`config.mk`:
```
export PLATFORM = sky130hd
export DESIGN_NAME = lsu_core
export DESIGN_NICKNAME = d
export VERILOG_FILES = /design/src/design/lsu_pkg.sv /design/src/design/lsu_core.sv
export SDC_FILE = /design/constraint.sdc
export NUM_CORES = 1
export LEC_CHECK = 0
export ABC_AREA = 1
export BUFFER_PORTS_ARGS = -buffer_cell sky130_fd_sc_hd__buf_2
export CAP_MARGIN = 20
export CORE_AREA = 4 4 143 145
export CTS_BUF_LIST = sky130_fd_sc_hd__clkbuf_16
export CTS_CLUSTER_DIAMETER = 40
export CTS_CLUSTER_SIZE = 16
export DETAILED_ROUTE_END_ITERATION = 12
export DIE_AREA = 0 0 147 149
export PLACE_DENSITY = 0.71
export SLEW_MARGIN = 20
export SYNTH_ARGS = -nofsm -noshare
export SYNTH_HDL_FRONTEND = slang
export SYNTH_SLANG_ARGS = --single-unit
export TNS_END_PERCENT = 20
```
`constraint.sdc`:
```
create_clock -name clock -period 3 [get_ports clock]
set_input_delay 0.6 -clock clock [delete_from_list [all_inputs] [get_ports clock]]
set_output_delay 0.6 -clock clock [all_outputs]
set_load 0.005 [all_outputs]
```
`src/design/lsu_pkg.sv`:
```
// memory stage types: access widths, pipeline records, AXI4 channel payloads
package lsu_pkg;

    localparam logic [1:0] AXI_RESP_OKAY = 2'b00;

    // coded as funct3 of the load/store instruction
    typedef enum logic [2:0] {
        width_b  = 3'b000,
        width_h  = 3'b001,
        width_w  = 3'b010,
        width_bu = 3'b100,
        width_hu = 3'b101
    } mem_width_e;

    typedef struct packed {
        logic [31:0] pc;
        logic [4:0]  rd;
        logic        reg_wen;
        logic        mem_ren;
        logic        mem_wen;
        mem_width_e  width;
        logic [31:0] addr;        // execute result
        logic [31:0] store_data;  // rs2 value
    } ex_req_t;

    typedef struct packed {
        logic [31:0] pc;
        logic [4:0]  rd;
        logic        reg_wen;
        logic [31:0] data;
    } wb_t;

    typedef struct packed {
        logic [31:0] addr;
        logic [3:0]  id;
        logic [7:0]  len;
        logic [2:0]  size;
        logic [1:0]  burst;
    } axi_aw_t;

    typedef axi_aw_t axi_ar_t;  // same fields on the read side

    typedef struct packed {
        logic [31:0] data;
        logic [3:0]  strb;
        logic        last;
    } axi_w_t;

    typedef struct packed {
        logic [1:0] resp;
        logic [3:0] id;
    } axi_b_t;

    typedef struct packed {
        logic [31:0] data;
        logic [1:0]  resp;
        logic        last;
        logic [3:0]  id;
    } axi_r_t;

endpackage

```
`src/design/lsu_core.sv`:
```
// load/store unit: request FSM, AXI master handshakes, store lane alignment, load extension
`timescale 1ns/1ps

module lsu_core import lsu_pkg::*; (
    input  logic    clock,
    input  logic    reset,
    input  logic    req_valid,
    output logic    req_ready,
    input  ex_req_t req,
    output logic    wb_valid,
    input  logic    wb_ready,
    output wb_t     wb,
    output logic    aw_valid,
    input  logic    aw_ready,
    output axi_aw_t aw,
    output logic    w_valid,
    input  logic    w_ready,
    output axi_w_t  w,
    input  logic    b_valid,
    output logic    b_ready,
    input  axi_b_t  b,
    output logic    ar_valid,
    input  logic    ar_ready,
    output axi_ar_t ar,
    input  logic    r_valid,
    output logic    r_ready,
    input  axi_r_t  r
);

    typedef enum logic [1:0] {
        st_idle,
        st_store,
        st_load,
        st_hold
    } state_e;

    state_e      state;
    ex_req_t     req_q;
    logic [31:0] result_q;
    logic [1:0]  offset;
    logic [4:0]  lane_shift;
    logic [31:0] r_shifted;
    logic [31:0] load_data;
    logic [3:0]  store_strb;
    logic        req_fire;
    logic        r_fire;
    logic        req_aligned;

    assign req_ready  = (state == st_idle);
    assign wb_valid   = (state == st_hold);
    assign req_fire   = req_valid && req_ready;
    assign r_fire     = r_valid && r_ready;
    assign offset     = req_q.addr[1:0];
    assign lane_shift = {offset, 3'b000};  // byte offset in bits

    always_ff @(posedge clock) begin
        if (reset) begin
            state    <= st_idle;
            aw_valid <= 1'b0;
            w_valid  <= 1'b0;
            b_ready  <= 1'b0;
            ar_valid <= 1'b0;
            r_ready  <= 1'b0;
        end else begin
            case (state)
                st_idle: begin
                    if (req_fire) begin
                        if (req.mem_wen) begin
                            state    <= st_store;
                            aw_valid <= 1'b1;
                            w_valid  <= 1'b1;
                            b_ready  <= 1'b1;
                        end else if (req.mem_ren) begin
                            state    <= st_load;
                            ar_valid <= 1'b1;
                            r_ready  <= 1'b1;
                        end else begin
                            state <= st_hold;  // pass-through
                        end
                    end
                end
                st_store: begin
                    if (aw_valid && aw_ready) begin
                        aw_valid <= 1'b0;
                    end
                    if (w_valid && w_ready) begin
                        w_valid <= 1'b0;
                    end
                    if (b_valid && b_ready) begin
                        b_ready <= 1'b0;
                        state   <= st_hold;
                    end
                end
                st_load: begin
                    if (ar_valid && ar_ready) begin
                        ar_valid <= 1'b0;
                    end
                    if (r_fire) begin
                        r_ready <= 1'b0;
                        state   <= st_hold;
                    end
                end
                st_hold: begin
                    if (wb_ready) begin
                        state <= st_idle;
                    end
                end
                default: state <= st_idle;
            endcase
        end
    end

    // stores and plain ops report the execute result
    always_ff @(posedge clock) begin
        if (req_fire) begin
            req_q    <= req;
            result_q <= req.addr;
        end else if (r_fire) begin
            result_q <= load_data;
        end
    end

    assign r_shifted = r.data >> lane_shift;

    always_comb begin
        case (req_q.width)
            width_b:  load_data = {{24{r_shifted[7]}}, r_shifted[7:0]};
            width_h:  load_data = {{16{r_shifted[15]}}, r_shifted[15:0]};
            width_w:  load_data = r.data;
            width_bu: load_data = {24'h0, r_shifted[7:0]};
            width_hu: load_data = {16'h0, r_shifted[15:0]};
            default:  load_data = 32'h0;
        endcase
    end

    always_comb begin
        case (req_q.width)
            width_b: store_strb = 4'b0001 << offset;
            width_h: store_strb = 4'b0011 << offset;
            width_w: store_strb = 4'b1111;
            default: store_strb = 4'b0000;
        endcase
    end

    assign aw.addr  = {req_q.addr[31:2], 2'b00};
    assign aw.id    = 4'd0;
    assign aw.len   = 8'd0;    // single beat
    assign aw.size  = 3'b010;  // four bytes
    assign aw.burst = 2'b01;
    assign ar       = aw;      // reads use the same word address

    assign w.data = req_q.store_data << lane_shift;
    assign w.strb = store_strb;
    assign w.last = 1'b1;

    assign wb.pc      = req_q.pc;
    assign wb.rd      = req_q.rd;
    assign wb.reg_wen = req_q.reg_wen;
    assign wb.data    = result_q;

    assign req_aligned = (req.width == width_w) ? (req.addr[1:0] == 2'b00) :
                         (req.width == width_h || req.width == width_hu) ? !req.addr[0] :
                         1'b1;

    a_aligned: assert property (@(posedge clock) disable iff (reset)
        req_fire && (req.mem_ren || req.mem_wen) |-> req_aligned)
        else $error("misaligned access at %h", req.addr);

    a_rw_exclusive: assert property (@(posedge clock) disable iff (reset)
        req_valid |-> !(req.mem_ren && req.mem_wen))
        else $error("request sets both read and write");

    a_b_okay: assert property (@(posedge clock) disable iff (reset)
        b_valid && b_ready |-> b.resp == AXI_RESP_OKAY && b.id == aw.id)
        else $error("write response not OKAY");

    a_r_okay: assert property (@(posedge clock) disable iff (reset)
        r_fire |-> r.resp == AXI_RESP_OKAY && r.last && r.id == ar.id)
        else $error("read response not OKAY");

endmodule

```
==> impl_metrics.yaml <==
run_status:
  status: "complete, no violations"
final_layout:
  fin_nets: 1102
  final_area_mm2: 0.008862
  multi_input_area_mm2: 0.001864
  seq_area_mm2: 0.004254
  finalNonFillerCells: 1219
  fillers: 1841
  drive_gt1_share_pct: 41.05
  syn_to_final_growth_pct: 22.18
timing:
  fin_crit_ns: 2.897
  clock_skew_ns: 0.008587
  hold_violations: 0
  tightest_slew_ns: 0.7069
  maxSlewHeadroom_pct: 52.83
  whs_ns: 0.3494
  fmax_mhz: 345.1
  rsz0062_at_grt: "true"
  finalSetupViolations: 0
  fin_crit_sh_pct: 96.58
  slew_violations: 0
yosys:
  synth_flop_cell: "edfxtp_1"
  synth_edf_count: 137
  ys_seq_area_share_pct: 58.65
  yosys.area.top_type: "edfxtp_1"
  synth_seq_cells: 144
  async_flop_share_pct: 0
  synthCells: 710
  synth.avg_cell_area_um2: 10.22
  syn_area_mm2: 0.007253
  ys_warn_count: 0
  synth_top_cell_area_share_pct: 56.72
  ys_types: 29
  yosys-top-cells-area: "edfxtp_1 57%, buf_4 15%, nand2_1 11%"
detailed_routing:
  post_drt_via_cell_ratio: 4.500
  drt_wl_total_um: 20950
  routedWlPerCell_um: 17.18
  drc_errors: 0
  via_count: 5486
  antenna_left: 0
  firstDrtPassIters: 4
  drtIter0Drc: 246
place:
  dp_hpwl_um: 15880
  gp_congestion: 0.7761
  placed_cell_area_mm2: 0.008278
  dp_cells: 1182
  io_buffers: 320
worst_setup_path:
  crit_path_end_kind: "primary output"
  critPathBufInv: 3
  crit_chain: "buf_4 > inv_2 > nor2_4 > o21ai_0 > nand2_1 > buf_2"
  critPathTopFamily: "buffers and inverters"
  reg2reg_from: "lane_shift[3]"
  critPathSlowestCell: "edfxtp_1"
  worstPathRequired_ns: 2.40
  crit_arrival_ns: 2.30
  cp-start-kind: "flip-flop"
  r2r-end: "result_q[5]"
  worst-setup-path-type: "reg2out"
  r2r_setup_slack_ns: 0.71
  r2r.worst_path.cells: 9
  slowest_delay_ns: 0.50
  path_max_fanout: 17
worst_hold_path:
  hp-start: "req[93]"
  holdPathStages: 1
  hold_end: "wb[56]"
  worstHoldPathType: "in2reg"
grt:
  grt_pass1_wl_um: 29860
  grt_pass1_vias: 5370
  grt_max_degree: 67
  grt_use_total_pct: 18.16
  antenna_found_initial: 5
  grt_overflow_total: 0
floorplanning:
  core_area_mm2: 0.01921
  initial_utilization_pct: 37.76
  num_io_pins: 373
  num_rows: 51
  dieArea_mm2: 0.02190
  dieHeight_um: 149
  die_w_um: 147
clock_tree:
  cts_sinks: 144
  cts-buffers-inserted: 17
  cts-htree-levels: 4
  worstSkewPairLatency_ns: 0.42
  cts_tree: "built"
  cts_root_buffer: "clkbuf_16"
  path_clk_slew_ns: 0.07
  hold_buffers: 0
  cts_buffer_depth: 2
power:
  p_leak_uw: 0.004201
  ir_worst_vdd_v: 0.0005639
  powerDensity_mw_per_mm2: 854.3
job:
  maxCapViolCount: 0
## worst register-to-register path: cells and delay by family (launching register included)
| family | cells | cell delay (ns) |
|---|---|---|
| AND/OR/NAND/NOR | 6 | 0.96 |
| flip-flops | 1 | 0.62 |
| buffers and inverters | 2 | 0.51 |
| AO/OA/AOI/OAI | 1 | 0.07 |
## state kept, by name (all words and copies together), names as in the netlist
| signal | flops |
|---|---|
| ar | 30 |
| ar_valid | 1 |
| aw_valid | 1 |
| b_ready | 1 |
| lane_shift | 2 |
| r_ready | 1 |
| req_q | 35 |
| result_q | 32 |
| state | 2 |
| w_valid | 1 |
| wb | 38 |
## routing by layer
metal  GRT usage, %  wire, um  vias to the layer above
li1               -         -                     2647
met1          20.03      7715                     2520
met2          32.54     10790                      284
met3          6.928      2042                       31
met4          5.592       369                        4
met5              0        27                        -
## stage by stage
stage	worst slack [ns]	power [uW]	util, %	setup TNS, ns
after floorplan	0.3139	4776	-	0
after global placement	0.5794	5551	43.10	0
after detailed placement	0.5623	5603	43.10	0
after CTS	0.09480	7682	46.06	0
after global routing	-0.04340	8055	46.10	-0.1564
final	0.1026	7571	46.14	0
## Yosys cell counts, types with 2 or more instances
| library cell | number |
|---|---|
| ha_1 | 4 |
| buf_4 | 142 |
| nor2_1 | 44 |
| inv_2 | 6 |
| clkbuf_1 | 4 |
| o21ai_0 | 18 |
| a22oi_1 | 13 |
| inv_1 | 28 |
| a31oi_1 | 3 |
| dfxtp_1 | 7 |
| edfxtp_1 | 137 |
| nand3_1 | 31 |
| nand2_4 | 2 |
| o21bai_2 | 10 |
| nand2_1 | 212 |
| conb_1 | 2 |
| buf_2 | 13 |
| a21oi_1 | 10 |
| o21ai_1 | 13 |
| nor2_4 | 2 |
## cell usage in the layout (no fill, tap or decap), types with 2 or more instances in the layout
cell,n
nand2_4,2
dfxtp_1,7
o21ai_0,18
clkinvlp_4,2
nand2_2,2
clkbuf_16,17
buf_2,320
buf_4,8
conb_1,39
a31oi_1,3
buf_12,2
clkinv_4,2
nor2_1,43
inv_2,5
o21ai_1,13
inv_1,28
diode_2,4
edfxtp_1,137
o21bai_2,10
nor2_4,2
a22oi_1,13
a21oi_1,10
nand3_1,31
inv_6,6
inv_8,4
nor2_2,2
ha_1,4
nand2_1,211
## timing repair
item | CTS | global route
setup buffers | 0 | 0
setup endpoints to repair | 0 | 8
gates resized for setup | 0 | 0
## cells by family after synthesis
logic type / count (synthesis) / share of synthesized area [%]
and+or+nand+nor: 297 / 16.63
buffers and inverters: 194 / 17.72
DFF: 144 / 58.65
AOI/OAI and AO/OA: 69 / 6.210
adders and majority gates: 4 / 0.6900
other: 2 / 0.1035
## how the worst max path moves through the flow
| stage | start | end | slack (ns) | cells past startpoint |
|---|---|---|---|---|
| floorplan | state[0] | ar[19] | 0.31 | 5 |
| global placement | lane_shift[4] | w[3] | 0.58 | 6 |
| detailed placement | lane_shift[4] | w[3] | 0.56 | 6 |
| CTS | lane_shift[4] | w[3] | 0.09 | 6 |
| global route | lane_shift[3] | w[22] | -0.04 | 5 |
| finish | lane_shift[4] | w[3] | 0.10 | 6 |
## layout make-up
type / count / share of cell area (%)
multi-input cells: 410 / 21.04
clock inverters: 15 / 1.609
well taps: 265 / 3.741
repair buffers: 330 / 19.20
inverters: 34 / 1.497
clock buffers: 17 / 4.800
flip-flops and latches: 144 / 48.00
diodes: 4 / 0.1129
## where the power goes
part	switching (uW)	internal (uW)	total [uW]
clock	950	1100	2050
sequential	215	2960	3170
combinational	1450	900	2350
total	2610	4960	7570
No activity file was read; power rests on OpenSTA's default activity.
